<file path="src/verilog/dcache_defs.svh">
`ifndef DCACHE_DEFS_SVH
`define DCACHE_DEFS_SVH

// ******************************
// Cache geometry
// ******************************
`define DC_WAYS        2
`define DC_SETS        16
`define DC_LINE_WORDS  4
`define DC_LINE_W      (`DC_LINE_WORDS * 32)

// ******************************
// Byte address fields
// ******************************
`define DC_OFFSET_W    4
`define DC_INDEX_W     4
`define DC_TAG_W       (32 - `DC_INDEX_W - `DC_OFFSET_W)
`define DC_WSEL_W      (`DC_OFFSET_W - 2)

`endif

</file>
<file path="src/verilog/dcache_pkg.sv">
`default_nettype none

package dcache_pkg;

    // ******************************
    // Control encodings
    // ******************************
    typedef enum logic [2:0] {
        DC_IDLE,
        DC_LOOKUP,
        DC_MISS,       // Victim writeback request
        DC_REPLACE,    // Refill read request
        DC_REFILL,
        DC_WAIT_WRITE
    } dc_state_e;

    typedef enum logic {
        DC_READ,
        DC_WRITE
    } dc_op_e;

    // ******************************
    // CPU side
    // ******************************
    typedef struct packed {
        dc_op_e      op;
        logic        uncache;
        logic [31:0] addr;
        logic [31:0] wdata;
        logic [3:0]  wstrb;
    } cpu_req_t;

    typedef struct packed {
        logic [31:0] rdata;
    } cpu_rsp_t;

    // ******************************
    // Memory side
    // ******************************
    typedef struct packed {
        logic [31:0] addr;
        logic [1:0]  len;    // Beats minus one
    } mem_rd_req_t;

    typedef struct packed {
        logic [31:0] addr;
        logic [1:0]  len;
    } mem_wr_req_t;

    typedef struct packed {
        logic [31:0] data;
        logic [3:0]  strb;
        logic        last;
    } mem_wr_beat_t;

endpackage

`default_nettype wire

</file>
<file path="src/verilog/dcache_main_fsm.sv">
`timescale 1ns/10ps
`default_nettype none

module dcache_main_fsm (
    input  wire                    clk,
    input  wire                    rstn,
    input  wire                    cpu_valid,
    input  wire dcache_pkg::dc_op_e req_op,
    input  wire                    req_uncache,
    input  wire                    hit,
    input  wire                    victim_dirty,
    input  wire                    victim_valid,
    input  wire                    rd_rdy,
    input  wire                    wr_rdy,
    input  wire                    fill_done,
    input  wire                    wb_done,
    output logic                   cache_ready,
    output logic                   data_valid,
    output logic                   rd_req,
    output logic                   wr_req,
    output logic                   req_load,
    output logic                   tag_we,
    output logic                   data_we,
    output logic                   refill_we,
    output logic                   sel_refill,
    output logic                   victim_load,
    output logic                   wb_start
);
    import dcache_pkg::*;

    dc_state_e state_q;
    dc_state_e state_d;
    dc_state_e after_retire;   // Where to go once the current request completes
    logic      cached_hit;

    assign cached_hit   = !req_uncache && hit;
    assign after_retire = cpu_valid ? DC_LOOKUP : DC_IDLE;

    always_ff @(posedge clk) begin
        if (!rstn) begin
            state_q <= DC_IDLE;
        end else begin
            state_q <= state_d;
        end
    end

    // ******************************
    // Next state
    // ******************************
    always_comb begin
        state_d = state_q;
        case (state_q)
            DC_IDLE: begin
                if (cpu_valid) begin
                    state_d = DC_LOOKUP;
                end
            end
            DC_LOOKUP: begin
                // Uncached goes first, then hit, then a dirty victim
                if (req_uncache) begin
                    state_d = (req_op == DC_WRITE) ? DC_MISS : DC_REPLACE;
                end else if (hit) begin
                    state_d = after_retire;
                end else if (victim_valid && victim_dirty) begin
                    state_d = DC_MISS;
                end else begin
                    state_d = DC_REPLACE;
                end
            end
            DC_MISS: begin
                if (wr_rdy) begin
                    state_d = req_uncache ? DC_WAIT_WRITE : DC_REPLACE;
                end
            end
            DC_REPLACE: begin
                if (rd_rdy) begin
                    state_d = DC_REFILL;
                end
            end
            DC_REFILL: begin
                if (fill_done) begin
                    state_d = DC_WAIT_WRITE;
                end
            end
            DC_WAIT_WRITE: begin
                if (wb_done) begin
                    state_d = after_retire;
                end
            end
            default: state_d = DC_IDLE;
        endcase
    end

    // ******************************
    // Strobes and requests
    // ******************************
    always_comb begin
        cache_ready = 1'b0;
        data_valid  = 1'b0;
        rd_req      = 1'b0;
        wr_req      = 1'b0;
        tag_we      = 1'b0;
        data_we     = 1'b0;
        refill_we   = 1'b0;
        sel_refill  = 1'b0;
        victim_load = 1'b0;
        wb_start    = 1'b0;
        case (state_q)
            DC_IDLE: cache_ready = 1'b1;
            DC_LOOKUP: begin
                if (cached_hit) begin
                    data_valid  = 1'b1;
                    cache_ready = 1'b1;
                    data_we     = 1'b1;     // Store bytes and LRU update
                end else if (!req_uncache) begin
                    victim_load = 1'b1;     // Grab the victim before the refill lands
                end
            end
            DC_MISS: begin
                wr_req   = 1'b1;
                wb_start = wr_rdy;
            end
            DC_REPLACE: rd_req = 1'b1;
            DC_REFILL: begin
                if (fill_done && !req_uncache) begin
                    refill_we = 1'b1;
                    tag_we    = 1'b1;
                end
            end
            DC_WAIT_WRITE: begin
                sel_refill = 1'b1;
                if (wb_done) begin
                    data_valid  = 1'b1;
                    cache_ready = 1'b1;
                end
            end
            default: cache_ready = 1'b0;
        endcase
        req_load = cache_ready && cpu_valid;
    end

endmodule

`default_nettype wire

</file>
<file path="config.mk">
export PLATFORM = sky130hd
export DESIGN_NAME = dcache_main_fsm
export DESIGN_NICKNAME = d
export VERILOG_FILES = /design/src/verilog/dcache_defs.svh /design/src/verilog/dcache_pkg.sv /design/src/verilog/dcache_main_fsm.sv
export SDC_FILE = /design/constraint.sdc
export NUM_CORES = 1
export LEC_CHECK = 0
export ABC_AREA = 1
export BUFFER_PORTS_ARGS = -buffer_cell sky130_fd_sc_hd__clkbuf_2
export CAP_MARGIN = 20
export CORE_AREA = 2 2 39 41
export DETAILED_ROUTE_END_ITERATION = 10
export DIE_AREA = 0 0 41 43
export RECOVER_POWER = 50
export SLEW_MARGIN = 0
export SYNTH_ARGS = -nofsm -noshare
export SYNTH_HDL_FRONTEND = slang
export SYNTH_SLANG_ARGS = --single-unit
</file>
<file path="constraint.sdc">
create_clock -name clk -period 2.1 [get_ports clk]
set_clock_uncertainty 0.1 [all_clocks]
set_input_delay 0.105 -clock clk [delete_from_list [all_inputs] [get_ports clk]]
set_output_delay 0.105 -clock clk [all_outputs]
set_load 0.01 [all_outputs]
</file>
==> flow_metrics.tcl <==
set metrics [dict create \
    antenna_cells 0 \
    dr_wl_met3_um 86 \
    cp_cell_sequence "inv_2, nor3_2, inv_2, o22ai_2, or2_2, nand2_1, inv_1, clkbuf_2" \
    power_density_nw_per_um2 1060 \
    clk_pin_slew_ps 40 \
    grt_overflow 0 \
    p_leak_nw 0.303 \
    drive_gt1_share_pct 33.0 \
    dpl.hpwl_um 828 \
    initial_core_util_pct 26.0 \
    start_kind "flop" \
    cts_tree "yes" \
    port_buffers 22 \
    ant_nets 0 \
    largest_register "state_q" \
    slowest_stage "dfxtp_1" \
    drt-pass1-iter-count 4 \
    fmax_ghz 0.606 \
    yosysSeqAreaShare_pct 16.7 \
    wl_met1_um 416 \
    cts_hold_buf 0 \
    path_class "reg2out" \
    fin_crit_ps 1650 \
    synth_cell_type_count 18 \
    vdd_drop_max_uv 355 \
    place.gp.congestion 0.787 \
    cts_root_buf "clkbuf_4" \
    cts_setup_buffers 0 \
    drc 0 \
    coreArea_um2 1380 \
    numClockSinks 3 \
    crit_arrival_ps 1450 \
    tns_ps 0 \
    post-route-util_pct 35.8 \
    crit_path_max_incr_delay_ps 410 \
    crit_top_cell "inv_2" \
    clock_latency_ps 230 \
    yosys_warnings 0 \
    vias 469 \
    antenna_found_initial 0 \
    rows 14 \
    setup_viol 0 \
    finalHoldViolCount 0 \
    topRoutingLayerUsed "met3" \
    maxCapViolations 0 \
    hp-class "in2reg" \
    wl_um 972 \
    cts.repair.resized 0 \
    grt_usage_pct 12.4 \
    htree_levels 1 \
    slew_headroom_pct 76.5 \
    fin_nets 104 \
    slew_violations 0 \
    grt_max_degree 8 \
    whs_ps 22.1 \
    tightest_slew_ps 350 \
    synth_nets 78 \
    fp.dieH_um 43 \
    worstPathRequired_ps 1890 \
    avgViaCountPerCell 4.38 \
    syn_area_um2 360 \
    met2_length_um 470 \
    largest_reg_flops 3 \
    fin_crit_sh_pct 78.6 \
    synthCells 66 \
    ios 23 \
    wire_per_inst_um 9.08 \
    worst-path-max-fanout 6 \
    endpoint_kind "output pin" \
    outcome "complete, no violations" \
    avgSynthCellArea_um2 5.46 \
    synth_seq_cells 3 \
    cts_buffers 3 \
    top_regs "state_q: 3 flops" \
    grt_setup_unrepaired "false" \
    drt_iter0_markers 4 \
    cts_buffer_depth 2 \
    grt_pass1_wl_um 1550 \
    synthToLayoutAreaGrowth_pct 37.5 \
    grt_pass1_vias 423 \
    die-area_um2 1760 \
    fp.dieW_um 41 \
]
==> cell type report <==
type / count / area, um^2
fillers: 169 / 888
multi-input cells: 46 / 223
repair buffers: 22 / 106
flip-flops and latches: 3 / 60.1
inverters: 16 / 60.1
clock buffers: 4 / 26.3
well taps: 16 / 20.0
==> cell families after synthesis <==
group	count (synthesis)	synth area share, %
buffers and inverters	17	18.8
flip-flops	3	16.7
AO/OA/AOI/OAI	7	11.8
AND/OR/NAND/NOR	39	52.8
==> final timing paths <==
path,start,end,slack [ps],cells after the start
worst min register to register,state_q[0]$_SDFFE_PN0P_,state_q[0]$_SDFFE_PN0P_,460,2
worst max register to register,state_q[2]$_SDFFE_PN0P_,state_q[2]$_SDFFE_PN0P_,660,8
worst min-delay path,rstn,state_q[2]$_SDFFE_PN0P_,20,3
worst max-delay path,state_q[0]$_SDFFE_PN0P_,req_load,450,8
==> routing by layer <==
layer | up-vias | global-route usage [%]
met5 | - | 0
met3 | 0 | 1.57
met1 | 195 | 15.0
met4 | 0 | 6.00
li1 | 255 | -
met2 | 19 | 20.3
==> worst max-delay path: cells and delay by family, from the launching register on <==
kind | cells | cell delay (ps)
AO/OA/AOI/OAI | 1 | 110
buffers and inverters | 4 | 330
flip-flops | 1 | 410
AND/OR/NAND/NOR | 3 | 370
==> synth_stat cells <==
| cell | instances | area [um^2] |
|---|---|---|
| a21oi_1 | 4 | 20.0 |
| and2_2 | 1 | 7.51 |
| buf_4 | 1 | 7.51 |
| dfxtp_1 | 3 | 60.1 |
| inv_1 | 14 | 52.6 |
| inv_2 | 2 | 7.51 |
| nand2_1 | 17 | 63.8 |
| nand2_2 | 1 | 6.26 |
| nand3_1 | 5 | 25.0 |
| nand3_2 | 1 | 10.0 |
| nand4_1 | 2 | 12.5 |
| nor2_1 | 4 | 15.0 |
| nor2_2 | 3 | 18.8 |
| nor3_1 | 3 | 15.0 |
| nor3_2 | 1 | 10.0 |
| o21ai_0 | 2 | 10.0 |
| o22ai_2 | 1 | 12.5 |
| or2_2 | 1 | 6.26 |
==> metrics by stage <==
stage / setup WS (ps) / instance area (um^2) / power (mW) / std cells
global placement: 725 / 483 / 0.427 / 103
floorplan: 728 / 360 / 0.338 / 66
global route: 293 / 495 / 0.587 / 107
finish: 449 / 495 / 0.524 / 107
detailed placement: 663 / 483 / 0.435 / 103
CTS: 413 / 509 / 0.541 / 107
==> where the power goes <==
part	leakage, nW	internal [mW]	switching [mW]
Combinational	0.263	0.125	0.193
Clock	0.0150	0.0711	0.0281
Sequential	0.0246	0.0776	0.0288
==> cells in the final DEF, fill, tap and decap left out, drive strengths merged <==
| master | count |
|---|---|
| a21oi | 4 |
| and2 | 1 |
| clkbuf | 26 |
| dfxtp | 3 |
| inv | 16 |
| nand2 | 18 |
| nand3 | 6 |
| nand4 | 2 |
| nor2 | 7 |
| nor3 | 4 |
| o21ai | 2 |
| o22ai | 1 |
| or2 | 1 |
Note: power is estimated with default switching activity, not from simulation.
