`src/verilog/dcache_defs.svh`:
```
`ifndef DCACHE_DEFS_SVH
`define DCACHE_DEFS_SVH

// ******************************
// Cache geometry
// ******************************
`define DC_WAYS        2
`define DC_SETS        16
`define DC_LINE_WORDS  4
`define DC_LINE_W      (`DC_LINE_WORDS * 32)

// ******************************
// Byte address fields
// ******************************
`define DC_OFFSET_W    4
`define DC_INDEX_W     4
`define DC_TAG_W       (32 - `DC_INDEX_W - `DC_OFFSET_W)
`define DC_WSEL_W      (`DC_OFFSET_W - 2)

`endif

```
`src/verilog/dcache_pkg.sv`:
```
`default_nettype none

package dcache_pkg;

    // ******************************
    // Control encodings
    // ******************************
    typedef enum logic [2:0] {
        DC_IDLE,
        DC_LOOKUP,
        DC_MISS,       // Victim writeback request
        DC_REPLACE,    // Refill read request
        DC_REFILL,
        DC_WAIT_WRITE
    } dc_state_e;

    typedef enum logic {
        DC_READ,
        DC_WRITE
    } dc_op_e;

    // ******************************
    // CPU side
    // ******************************
    typedef struct packed {
        dc_op_e      op;
        logic        uncache;
        logic [31:0] addr;
        logic [31:0] wdata;
        logic [3:0]  wstrb;
    } cpu_req_t;

    typedef struct packed {
        logic [31:0] rdata;
    } cpu_rsp_t;

    // ******************************
    // Memory side
    // ******************************
    typedef struct packed {
        logic [31:0] addr;
        logic [1:0]  len;    // Beats minus one
    } mem_rd_req_t;

    typedef struct packed {
        logic [31:0] addr;
        logic [1:0]  len;
    } mem_wr_req_t;

    typedef struct packed {
        logic [31:0] data;
        logic [3:0]  strb;
        logic        last;
    } mem_wr_beat_t;

endpackage

`default_nettype wire

```
`src/verilog/dcache_line_buf.sv`:
```
`timescale 1ns/10ps
`default_nettype none

`include "dcache_defs.svh"

module dcache_line_buf (
    input  wire                           clk,
    input  wire                           rstn,
    input  wire  dcache_pkg::cpu_req_t    cpu_req,
    input  wire                           req_load,
    output dcache_pkg::cpu_req_t          req,
    input  wire                           victim_load,
    input  wire  [`DC_LINE_W-1:0]         victim_line,
    input  wire  [31:0]                   victim_addr,
    input  wire                           wb_start,
    input  wire                           rd_beat_valid,
    input  wire                           rd_last,
    input  wire  [31:0]                   rd_data,
    input  wire                           wr_beat_ready,
    input  wire                           wr_done,
    output logic                          wr_beat_valid,
    output dcache_pkg::mem_wr_beat_t      mem_wr_beat,
    output dcache_pkg::mem_wr_req_t       mem_wr_req,
    output dcache_pkg::mem_rd_req_t       mem_rd_req,
    output logic [`DC_LINE_W-1:0]         refill_line,
    output logic                          fill_done,
    output logic                          wb_done
);
    import dcache_pkg::*;

    logic [`DC_LINE_W-1:0] wb_line;
    logic [31:0]           wb_addr;
    logic [`DC_WSEL_W-1:0] wb_cnt;
    logic [`DC_WSEL_W-1:0] fill_cnt;
    logic [1:0]            burst_len;
    logic                  wb_active;    // Beats still to send
    logic                  wb_busy;      // Waiting for wr_done
    logic [31:0]           fill_word;

    always_ff @(posedge clk) begin
        if (req_load) begin
            req       <= cpu_req;
            req.wstrb <= (cpu_req.op == DC_WRITE) ? cpu_req.wstrb : 4'h0;
        end
        if (victim_load) begin
            wb_line <= victim_line;
            wb_addr <= victim_addr;
        end
    end

    assign burst_len = req.uncache ? 2'd0 : 2'(`DC_LINE_WORDS - 1);

    assign mem_rd_req.addr = req.uncache ? {req.addr[31:2], 2'b00}
                                         : {req.addr[31:`DC_OFFSET_W], {`DC_OFFSET_W{1'b0}}};
    assign mem_rd_req.len  = burst_len;
    assign mem_wr_req.addr = req.uncache ? {req.addr[31:2], 2'b00} : wb_addr;
    assign mem_wr_req.len  = burst_len;

    // ******************************
    // Writeback stream
    // ******************************
    assign wr_beat_valid    = wb_active;
    assign wb_done          = !wb_busy;
    assign mem_wr_beat.data = req.uncache ? req.wdata : wb_line[wb_cnt*32 +: 32];
    assign mem_wr_beat.strb = req.uncache ? req.wstrb : 4'hf;
    assign mem_wr_beat.last = (wb_cnt == burst_len);

    always_ff @(posedge clk) begin
        if (!rstn) begin
            wb_active <= 1'b0;
            wb_busy   <= 1'b0;
            wb_cnt    <= '0;
        end else begin
            if (wb_start) begin
                wb_active <= 1'b1;
                wb_busy   <= 1'b1;
                wb_cnt    <= '0;
            end else if (wr_beat_valid && wr_beat_ready) begin
                if (mem_wr_beat.last) begin
                    wb_active <= 1'b0;
                end else begin
                    wb_cnt <= wb_cnt + 1'b1;
                end
            end
            if (wr_done) begin
                wb_busy <= 1'b0;
            end
        end
    end

    // ******************************
    // Refill collector
    // ******************************
    always_comb begin
        fill_word = rd_data;
        if (fill_cnt == req.addr[`DC_OFFSET_W-1:2]) begin
            for (int b = 0; b < 4; b++) begin
                if (req.wstrb[b]) begin
                    fill_word[b*8 +: 8] = req.wdata[b*8 +: 8];   // Write miss merge
                end
            end
        end
    end

    always_ff @(posedge clk) begin
        if (!rstn) begin
            fill_done <= 1'b0;
            fill_cnt  <= '0;
        end else if (req_load) begin
            fill_done <= 1'b0;
            fill_cnt  <= cpu_req.uncache ? cpu_req.addr[`DC_OFFSET_W-1:2] : '0;
        end else if (rd_beat_valid) begin
            fill_cnt <= fill_cnt + 1'b1;
            if (rd_last) begin
                fill_done <= 1'b1;
            end
        end
    end

    always_ff @(posedge clk) begin
        if (rd_beat_valid) begin
            refill_line[fill_cnt*32 +: 32] <= fill_word;
        end
    end

endmodule

`default_nettype wire

```
`config.mk`:
```
export PLATFORM = sky130hd
export DESIGN_NAME = dcache_line_buf
export DESIGN_NICKNAME = d
export VERILOG_FILES = /design/src/verilog/dcache_pkg.sv /design/src/verilog/dcache_line_buf.sv
export VERILOG_INCLUDE_DIRS = /design/src /design/src/verilog
export SDC_FILE = /design/constraint.sdc
export NUM_CORES = 1
export LEC_CHECK = 0
export BUFFER_PORTS_ARGS = -buffer_cell sky130_fd_sc_hd__clkbuf_2
export CAP_MARGIN = 10
export CORE_AREA = 2 2 223 225
export DETAILED_ROUTE_END_ITERATION = 10
export DIE_AREA = 0 0 225 227
export SYNTH_ARGS = -nofsm -noshare
export SYNTH_HDL_FRONTEND = slang
export SYNTH_SLANG_ARGS = --single-unit
export TNS_END_PERCENT = 50
```
`constraint.sdc`:
```
create_clock -name clk -period 2.05 [get_ports clk]
set_input_delay 0.205 -clock clk [delete_from_list [all_inputs] [get_ports clk]]
set_output_delay 0.205 -clock clk [all_outputs]
set_load 0.01 [all_outputs]
```
==> metrics.txt, run 1 <==
Setup CP Type=reg -> out; fraction of layout cells with a size suffix above 1=between 40% and 50%; flop2flop setup slack=170 ps; Lkg Pwr=9.84 nW; Yosys cell types=37; status=finished, violations left; Seq cells post-synth=365; post-synth top area cell=edfxtp_1; Final Setup Violations=35; number of remaining DRC errors=0; top post-synthesis cells by area=edfxtp_1 69%, nand2_1 8.3%, mux2i_1 8.0%, mux4_2 4.6%, mux2_2 2.0%; Core Rows=81; total global routing overflow=0; CORE AREA=48500 um^2; vias per cell=4.73; CTS tree=built; Worst-Skew Late Latency=550 ps; clk sinks=365; worst min-delay path class=in -> reg; Clock Skew=20.2 ps; Syn Area/Cell=14.8 um^2; Longest Clk Path Bufs=3; initial core utilization=32.3%; fin area=about 23000 um^2; via count=11.9k; RSZ-0062 raised after global routing=true; Slew HR=61.5%; Mapped Area=roughly 16000 um^2; post-layout util=between 40 and 50%; port bufs=approximately 570; antenna violations before repair=1; area post-placement=19200 um^2; sequential share of the synthesized area=69.6%; synth cell count leaders=358 x edfxtp_1, 347 x nand2_1, 125 x mux2i_1, 35 x buf_4; Worst EP arrival=2020 ps; fin nets=2138; worst path required time=1850 ps; post-synth top area share=about two thirds; synth warn=0; Clock transition at path regs=70 ps; total CTS buffers=40; Layout fillers=around 4.1k; dpl hpwl=36.3 mm; largest net degree at the start of global routing=50; DR iter-0 viols=roughly 750; IO Count=577; Hold Fails Final Rpt=0; Routed WL=~53 mm; 1st-pass router iterations=7; CTS H-tree lvls=2; violated checks=negative setup slack; Tightest Pin Transition=577 ps; Max Cap Viol=0; die height=227 um; die area=51100 um^2; crit-path max FO=6; total chip power=19.1 mW; Cells after Synth=~1.1k; maximum vdd ir drop=0.936 mV; vias in the first global route=12.1k; FFs w/ async S/R, synth=0%; Fmax=450 MHz; RePlAce Congestion=0.869; crit start category=flop; Die X-Extent=around 230 um; worst slack, placed=159 ps; first-pass GRT wire length=~75 mm; area grow syn2layout=48.0%; fin cells=between 2k and 3k; post-route minimum period=2220 ps; Root Buffer=clkbuf_16; Primary FF master, synth=edfxtp_1; crit end category=primary output; GRT Overall Usage=between 20% and 30%; most frequent cell after synthesis=edfxtp_1; slack of the critical path=-172 ps; Pwr Density=825 nW/um^2; Tcrit/Tclk final=108%; Antenna Nets Post-Route=0; number of max-slew violations in the final report=0; EDFF count, synth=~360; Placed Cells=2196; Avg WL per Cell=21.0 um
-- through the flow --
stage | hold slack [ps] | TNS (ps)
after detailed placement | 375 | 0
final | 44.0 | -4240
after global routing | 20.6 | -8170
after CTS | 9.62 | -7780
after global placement | 367 | 0
after floorplan | 278 | 0
-- layout by cell type (no fill, tap or decap), drive strengths merged, types with 6 or more instances in the layout --
cell / instances
edfxtp: 358
mux2i: 125
dlygate4sd3: 238
nand2: 347
inv: 8
clkinv: 10
mux4: 32
nand2b: 6
mux2: 28
nand3: 6
buf: 55
clkbuf: 614
and2: 11
dfxtp: 7
-- registers in the layout (all words and copies together) (netlist names) --
name / count
refill_line: 128
fill_cnt: 2
wb_cnt: 2
wb_line: 128
wb_busy: 1
req: 70
wb_addr: 32
fill_done: 1
wr_beat_valid: 1
-- path summary, 6_finish.rpt --
check / startpoint / end / cells past startpoint
min reg2reg: fill_done / fill_done / 2
min: victim_load / wb_addr[17] / 1
max: wb_cnt[0] / mem_wr_beat[10] / 6
max reg2reg: req[68] / wr_beat_valid / 5
-- report_power, final --
| group | total, mW | leakage, nW | internal, mW | switching, mW |
|---|---|---|---|---|
| clock network | 7.18 | 0.611 | 4.24 | 2.94 |
| registers | 9.13 | 3.37 | 8.79 | 0.346 |
| logic | 2.81 | 5.85 | 1.36 | 1.45 |
-- layer usage --
layer	GRT usage, %	vias up	wire, um	part of all wire (%)
met5	0	-	0	0
met4	8.67	0	1880	3.6
met3	4.62	116	3770	7.1
met2	33.6	574	26100	49
met1	25.0	5792	21100	40
li1	-	5393	-	-
-- cells by family after synthesis --
family,count (synthesis),share of synthesized area [%]
AO/OA/AOI/OAI,17,0.799
buffers and inverters,101,4.40
adder cells (fa/ha/maj),5,0.400
multiplexers,185,14.6
AND/OR/NAND/NOR,382,9.81
flip-flops,365,69.6
other,1,0.0240
XOR/XNOR,3,0.408
-- worst max-delay path, cell delays in order, from the launching register on --
cell and delay [ps]:
dfxtp_4 370, buf_12 140, clkbuf_16 160, mux4_2 510
nand2_2 80, nand2_1 40, buf_2 130
-- timing repair --
item | CTS | global route
pin swaps | 3 | 14
hold buffers | 238 | 0
buffers inserted | 3 | 4
endpoints found under the hold margin | 237 | 0
setup endpoints to repair | 55 | 58
gates cloned | 0 | 2
resized for setup | 17 | 54
-- layout make-up --
class | instances | area [um^2] | area share [%]
sequential | 365 | 10900 | 47.0
timing repair buffer | 853 | 5960 | 25.7
multi-input combinational | 594 | 4240 | 18.3
clock buffer | 54 | 1050 | 4.55
tap | 622 | 778 | 3.36
clock inverter | 16 | 216 | 0.934
inverter | 8 | 30.0 | 0.130
antenna | 1 | 2.50 | 0.0108
Note: power is estimated with default switching activity, not from simulation.
==> run 2: changes to the inputs <==
--- a/config.mk
+++ b/config.mk
@@ -11,6 +11,7 @@
 export CORE_AREA = 2 2 223 225
 export DETAILED_ROUTE_END_ITERATION = 10
 export DIE_AREA = 0 0 225 227
+export SETUP_SLACK_MARGIN = 0.4
 export SYNTH_ARGS = -nofsm -noshare
 export SYNTH_HDL_FRONTEND = slang
 export SYNTH_SLANG_ARGS = --single-unit
==> run 2 against run 1 <==
Compared with the run above:
- the flow still finishes with violations (negative setup slack)
- clock power about the same
- fmax fell by 1.9%
- global-route usage up 1.9 points
- critical path type unchanged
==> metrics.txt, run 2 (synthesized netlist as in run 1, its figures left out) <==
CTS H-tree lvls=2; total global routing overflow=0; r2r startpoint=req[39]; CTS tree=built; post-route minimum period=2270 ps; maximum vdd ir drop=0.679 mV; flop2flop setup slack=290 ps; Worst EP arrival=around 2100 ps; DR iter-0 viols=707; total CTS buffers=42; CORE AREA=~49000 um^2; dpl hpwl=35.9 mm; Final Setup Violations=32; most frequent cells in the layout=526 x clkbuf_2, 358 x edfxtp_1, 299 x nand2_1, 232 x dlygate4sd3_1, 118 x mux2i_1; total chip power=19.7 mW; hold wc startpoint=victim_load; Slew HR=65.9%; setup TNS=-4960 ps; most frequent CP cell=nand2_1; Core Rows=81; Avg WL per Cell=22.9 um; IO Count=577; post-layout util=50.5%; Worst-Skew Late Latency=550 ps; area post-placement=19200 um^2; initial core utilization=32.3%; Hold Path Sink=wb_addr[24]; Setup CP Type=reg -> out; Clock Skew=between 10 and 15 ps; largest net degree at the start of global routing=64; status=finished, violations left; worst path required time=1850 ps; crit-path max FO=6; worst min-delay path class=in -> reg; GRT Overall Usage=22.0%; hold_ws=36.8 ps; fin nets=2186; violated checks=negative setup slack; sequence of cells on the critical path=buf_6, buf_16, mux4_2, nand2_1, nand2_1, clkbuf_8; 1st-pass router iterations=5; Max Cap Viol=0; slowest stage delay, CP=560 ps; top flop regs=refill_line x128, wb_line x128, req x70; Root Buffer=clkbuf_16; crit start category=flop; Antenna Nets Post-Route=0; slack of the critical path=-216 ps; RSZ-0062 raised after global routing=true; clk sinks=365; Layout fillers=4113; worst slack, placed=113 ps; area grow syn2layout=56.7%; fin cells=around 2.6k; Lkg Pwr=10.3 nW; fraction of layout cells with a size suffix above 1=45.0%; Longest Clk Path Bufs=3; port bufs=574; fin area=24500 um^2; Die X-Extent=225 um; RePlAce Congestion=around 0.83; Fmax=roughly 440 MHz; vias in the first global route=between 10k and 15k; number of remaining DRC errors=0; Critical R2R Capture=refill_line[41]; Hold Fails Final Rpt=0; via count=12.3k; Pwr Density=roughly 800 nW/um^2; slowest CP cell=mux4_2; Tightest Pin Transition=about 510 ps; die area=51100 um^2; Clock transition at path regs=60 ps; vias per cell=4.78; Tcrit/Tclk final=111%; Placed Cells=between 2k and 2.5k; crit end category=primary output; Routed WL=58.7 mm; worst reg-to-reg path cell count=6; Min-Delay Path Depth=1; commonest non-fill, non-tap cell in the layout=clkbuf_2; number of max-slew violations in the final report=0; antenna violations before repair=3; die height=227 um; first-pass GRT wire length=81.2 mm
-- run 2: final cells by class --
type                            count  area (um^2)  area share, %
Antenna cell                        2         5.00         0.0204
Clock buffer                       53         1110           4.54
Clock inverter                     23          171          0.699
Inverter                            8         47.5          0.194
Multi-Input combinational cell    594         4380           17.9
Sequential cell                   365        10900           44.4
Tap cell                          622          778           3.17
Timing Repair Buffer              899         7140           29.1
-- run 2: worst max-delay path: cells and delay by family (launching register included) --
kind / cells / cell delay [ps]
DFF: 1 / 420
muxes: 1 / 560
and+or+nand+nor: 2 / 140
buffers and inverters: 3 / 390
-- run 2: what timing repair did --
| action | CTS | global route |
|---|---|---|
| hold buffers | 232 | 0 |
| setup endpoints to repair | 207 | 208 |
| gates resized for setup | 86 | 141 |
| pin swaps | 40 | 31 |
| setup buffers | 21 | 10 |
| hold endpoints to repair | 233 | 0 |
| cloned | 20 | 5 |
-- run 2: report_power, final --
group          internal, mW  switching [mW]
Sequential             8.79           0.332
Clock                  4.10            3.07
Combinational          1.76            1.69
Total                  14.6            5.09
-- run 2: how the worst max path moves through the flow --
stage / slack, ps / cells past startpoint / start / end
finish: -220 / 6 / wb_cnt[0] / mem_wr_beat[10]
global placement: 190 / 6 / fill_cnt[1] / refill_line[55]
global route: -290 / 6 / wb_cnt[0] / mem_wr_beat[10]
floorplan: 420 / 8 / fill_cnt[0] / refill_line[32]
CTS: -270 / 6 / wb_cnt[0] / mem_wr_beat[10]
detailed placement: 110 / 6 / fill_cnt[1] / refill_line[55]
-- run 2: metal layers --
metal  vias up  GRT usage, %  wire, um
li1       5498             -         -
met1      6022          27.0     22900
met2       608          38.1     29800
met3       128          3.79      3700
met4         0          9.55      2270
met5         -             0         0
==> run 3: changes to the inputs <==
--- a/config.mk
+++ b/config.mk
@@ -8,9 +8,9 @@
 export LEC_CHECK = 0
 export BUFFER_PORTS_ARGS = -buffer_cell sky130_fd_sc_hd__clkbuf_2
 export CAP_MARGIN = 10
-export CORE_AREA = 2 2 223 225
+export CORE_AREA = 2 2 226 228
 export DETAILED_ROUTE_END_ITERATION = 10
-export DIE_AREA = 0 0 225 227
+export DIE_AREA = 0 0 228 230
 export SETUP_SLACK_MARGIN = 0.4
 export SYNTH_ARGS = -nofsm -noshare
 export SYNTH_HDL_FRONTEND = slang
==> run 3 against run 2 <==
Compared with the run above:
- the flow still finishes with violations (negative setup slack)
- wire length rose by 0.53%
- critical path depth stayed put
- highest routed layer unchanged
- fmax up 1.4%
- combinational power up 3%
- largest cell class unchanged
- global-route usage shrank 0.73 points
- via count increased by 0.47%
==> metrics.txt, run 3 (synthesized netlist as in run 1, its figures left out) <==
first-pass GRT wire length=82.3 mm; via count=about 12k; initial core utilization=31.4%; slowest stage delay, CP=510 ps; vias in the first global route=12.9k; largest net degree at the start of global routing=64; Hold Path Sink=refill_line[29]; die area=52400 um^2; total global routing overflow=0; die height=230 um; total CTS buffers=41; Layout fillers=between 4k and 5k; crit end category=primary output; hold wc startpoint=rd_data[29]; fin area=25100 um^2; Routed WL=59.0 mm; worst path required time=1850 ps; RePlAce Congestion=about 0.86; area grow syn2layout=60.3%; worst reg-to-reg path cell count=8; fraction of layout cells with a size suffix above 1=48.0%; post-route minimum period=2230 ps; flop2flop setup slack=250 ps; Worst EP arrival=2030 ps; violated checks=negative setup slack; Slew HR=roughly three fifths; clk sinks=365; Tcrit/Tclk final=109%; vias per cell=4.67; area post-placement=19200 um^2; antenna violations before repair=7; Max Cap Viol=0; dpl hpwl=around 36 mm; r2r startpoint=fill_cnt[1]; RSZ-0062 raised after global routing=true; Tightest Pin Transition=611 ps; maximum vdd ir drop=0.730 mV; most frequent cells in the layout=525 x clkbuf_2, 358 x edfxtp_1, 246 x nand2_1, 235 x dlygate4sd3_1, 122 x mux2i_1; fin nets=2208; post-layout util=50.3%; DR iter-0 viols=around 790; Die X-Extent=roughly 230 um; most frequent CP cell=nand2_1; number of max-slew violations in the final report=0; CORE AREA=roughly 50000 um^2; Longest Clk Path Bufs=3; Hold Fails Final Rpt=0; Final Setup Violations=58; Lkg Pwr=approximately 11 nW; Setup CP Type=reg -> out; slowest CP cell=mux4_2; CTS H-tree lvls=2; Pwr Density=785 nW/um^2; Crit path max-delay family=multiplexers; port bufs=574; Fmax=448 MHz; sequence of cells on the critical path=buf_12, clkbuf_16, mux4_2, nand2_1, nand2_1, clkbuf_2; 1st-pass router iterations=5; commonest non-fill, non-tap cell in the layout=clkbuf_2; Clock Skew=12.2 ps; Root Buffer=clkbuf_16; Avg WL per Cell=22.4 um; CTS tree=built; Antenna Nets Post-Route=0; status=finished, violations left; IO Count=577; Worst-Skew Late Latency=560 ps; slack of the critical path=-184 ps; WP buf/inv=3; number of remaining DRC errors=0; GRT Overall Usage=21.2%; Critical R2R Capture=refill_line[21]; worst min-delay path class=in -> reg; crit start category=flop; Min-Delay Path Depth=3; top flop regs=refill_line x128, wb_line x128, req x70; crit-path max FO=6; Core Rows=82; Clock transition at path regs=60 ps
-- run 3: worst max path at each step --
stage / to / cells past startpoint / slack (ps) / start
6_report: mem_wr_beat[9] / 6 / -180 / wb_cnt[0]
3_5_place_dp: mem_wr_beat[18] / 5 / 170 / wb_cnt[0]
5_1_grt: mem_wr_beat[26] / 6 / -240 / wb_cnt[0]
3_3_place_gp: mem_wr_beat[18] / 5 / 190 / wb_cnt[0]
2_1_floorplan: refill_line[32] / 8 / 420 / fill_cnt[0]
4_1_cts: mem_wr_beat[18] / 6 / -220 / wb_cnt[0]
-- run 3: through the flow --
stage	std cells	setup WS (ps)	setup TNS (ps)	hold WS [ps]	power [mW]
after floorplan	1060	420	0	278	10.4
after global placement	2245	189	0	368	11.6
after detailed placement	2245	174	0	365	11.6
after CTS	2611	-215	-6740	3.29	19.4
after global routing	2637	-240	-10290	18.0	20.3
final	2638	-184	-5400	37.6	19.7
-- run 3: routing by layer --
layer,track usage (%),vias to the layer above,part of all wire [%]
li1,-,5559,-
met5,0,-,0
met1,26.5,6101,40
met2,37.3,564,51
met3,4.09,90,6.2
met4,6.29,0,2.5
-- run 3: timing repair --
item | 4_1_cts | 5_1_grt
endpoints found under the hold margin | 236 | 0
gates cloned | 23 | 7
gates resized for setup | 98 | 229
setup endpoints to repair | 240 | 211
hold buffers | 235 | 0
pin swaps | 25 | 56
buffers inserted | 35 | 16
-- run 3: power breakdown --
part,switching [mW],internal (mW),total [mW]
Clock,3.04,3.96,7.00
Combinational,1.71,1.83,3.54
Sequential,0.360,8.79,9.15
Total,5.11,14.6,19.7
-- run 3: worst min-delay path: cells and delay by family --
kind          cells  cell delay, ps
mux               1              50
buf+inv           1             120
simple gates      1              50
-- run 3: cell type report --
class                           instances  area, um^2  share of cell area [%]
Clock buffer                           54        1070                    4.28
Inverter                                8        35.0                   0.140
Clock inverter                         19         170                   0.678
Antenna cell                            4        10.0                  0.0399
Tap cell                              672         841                    3.35
Sequential cell                       365       10900                    43.4
Multi-Input combinational cell        594        4660                    18.6
Timing Repair Buffer                  922        7400                    29.5
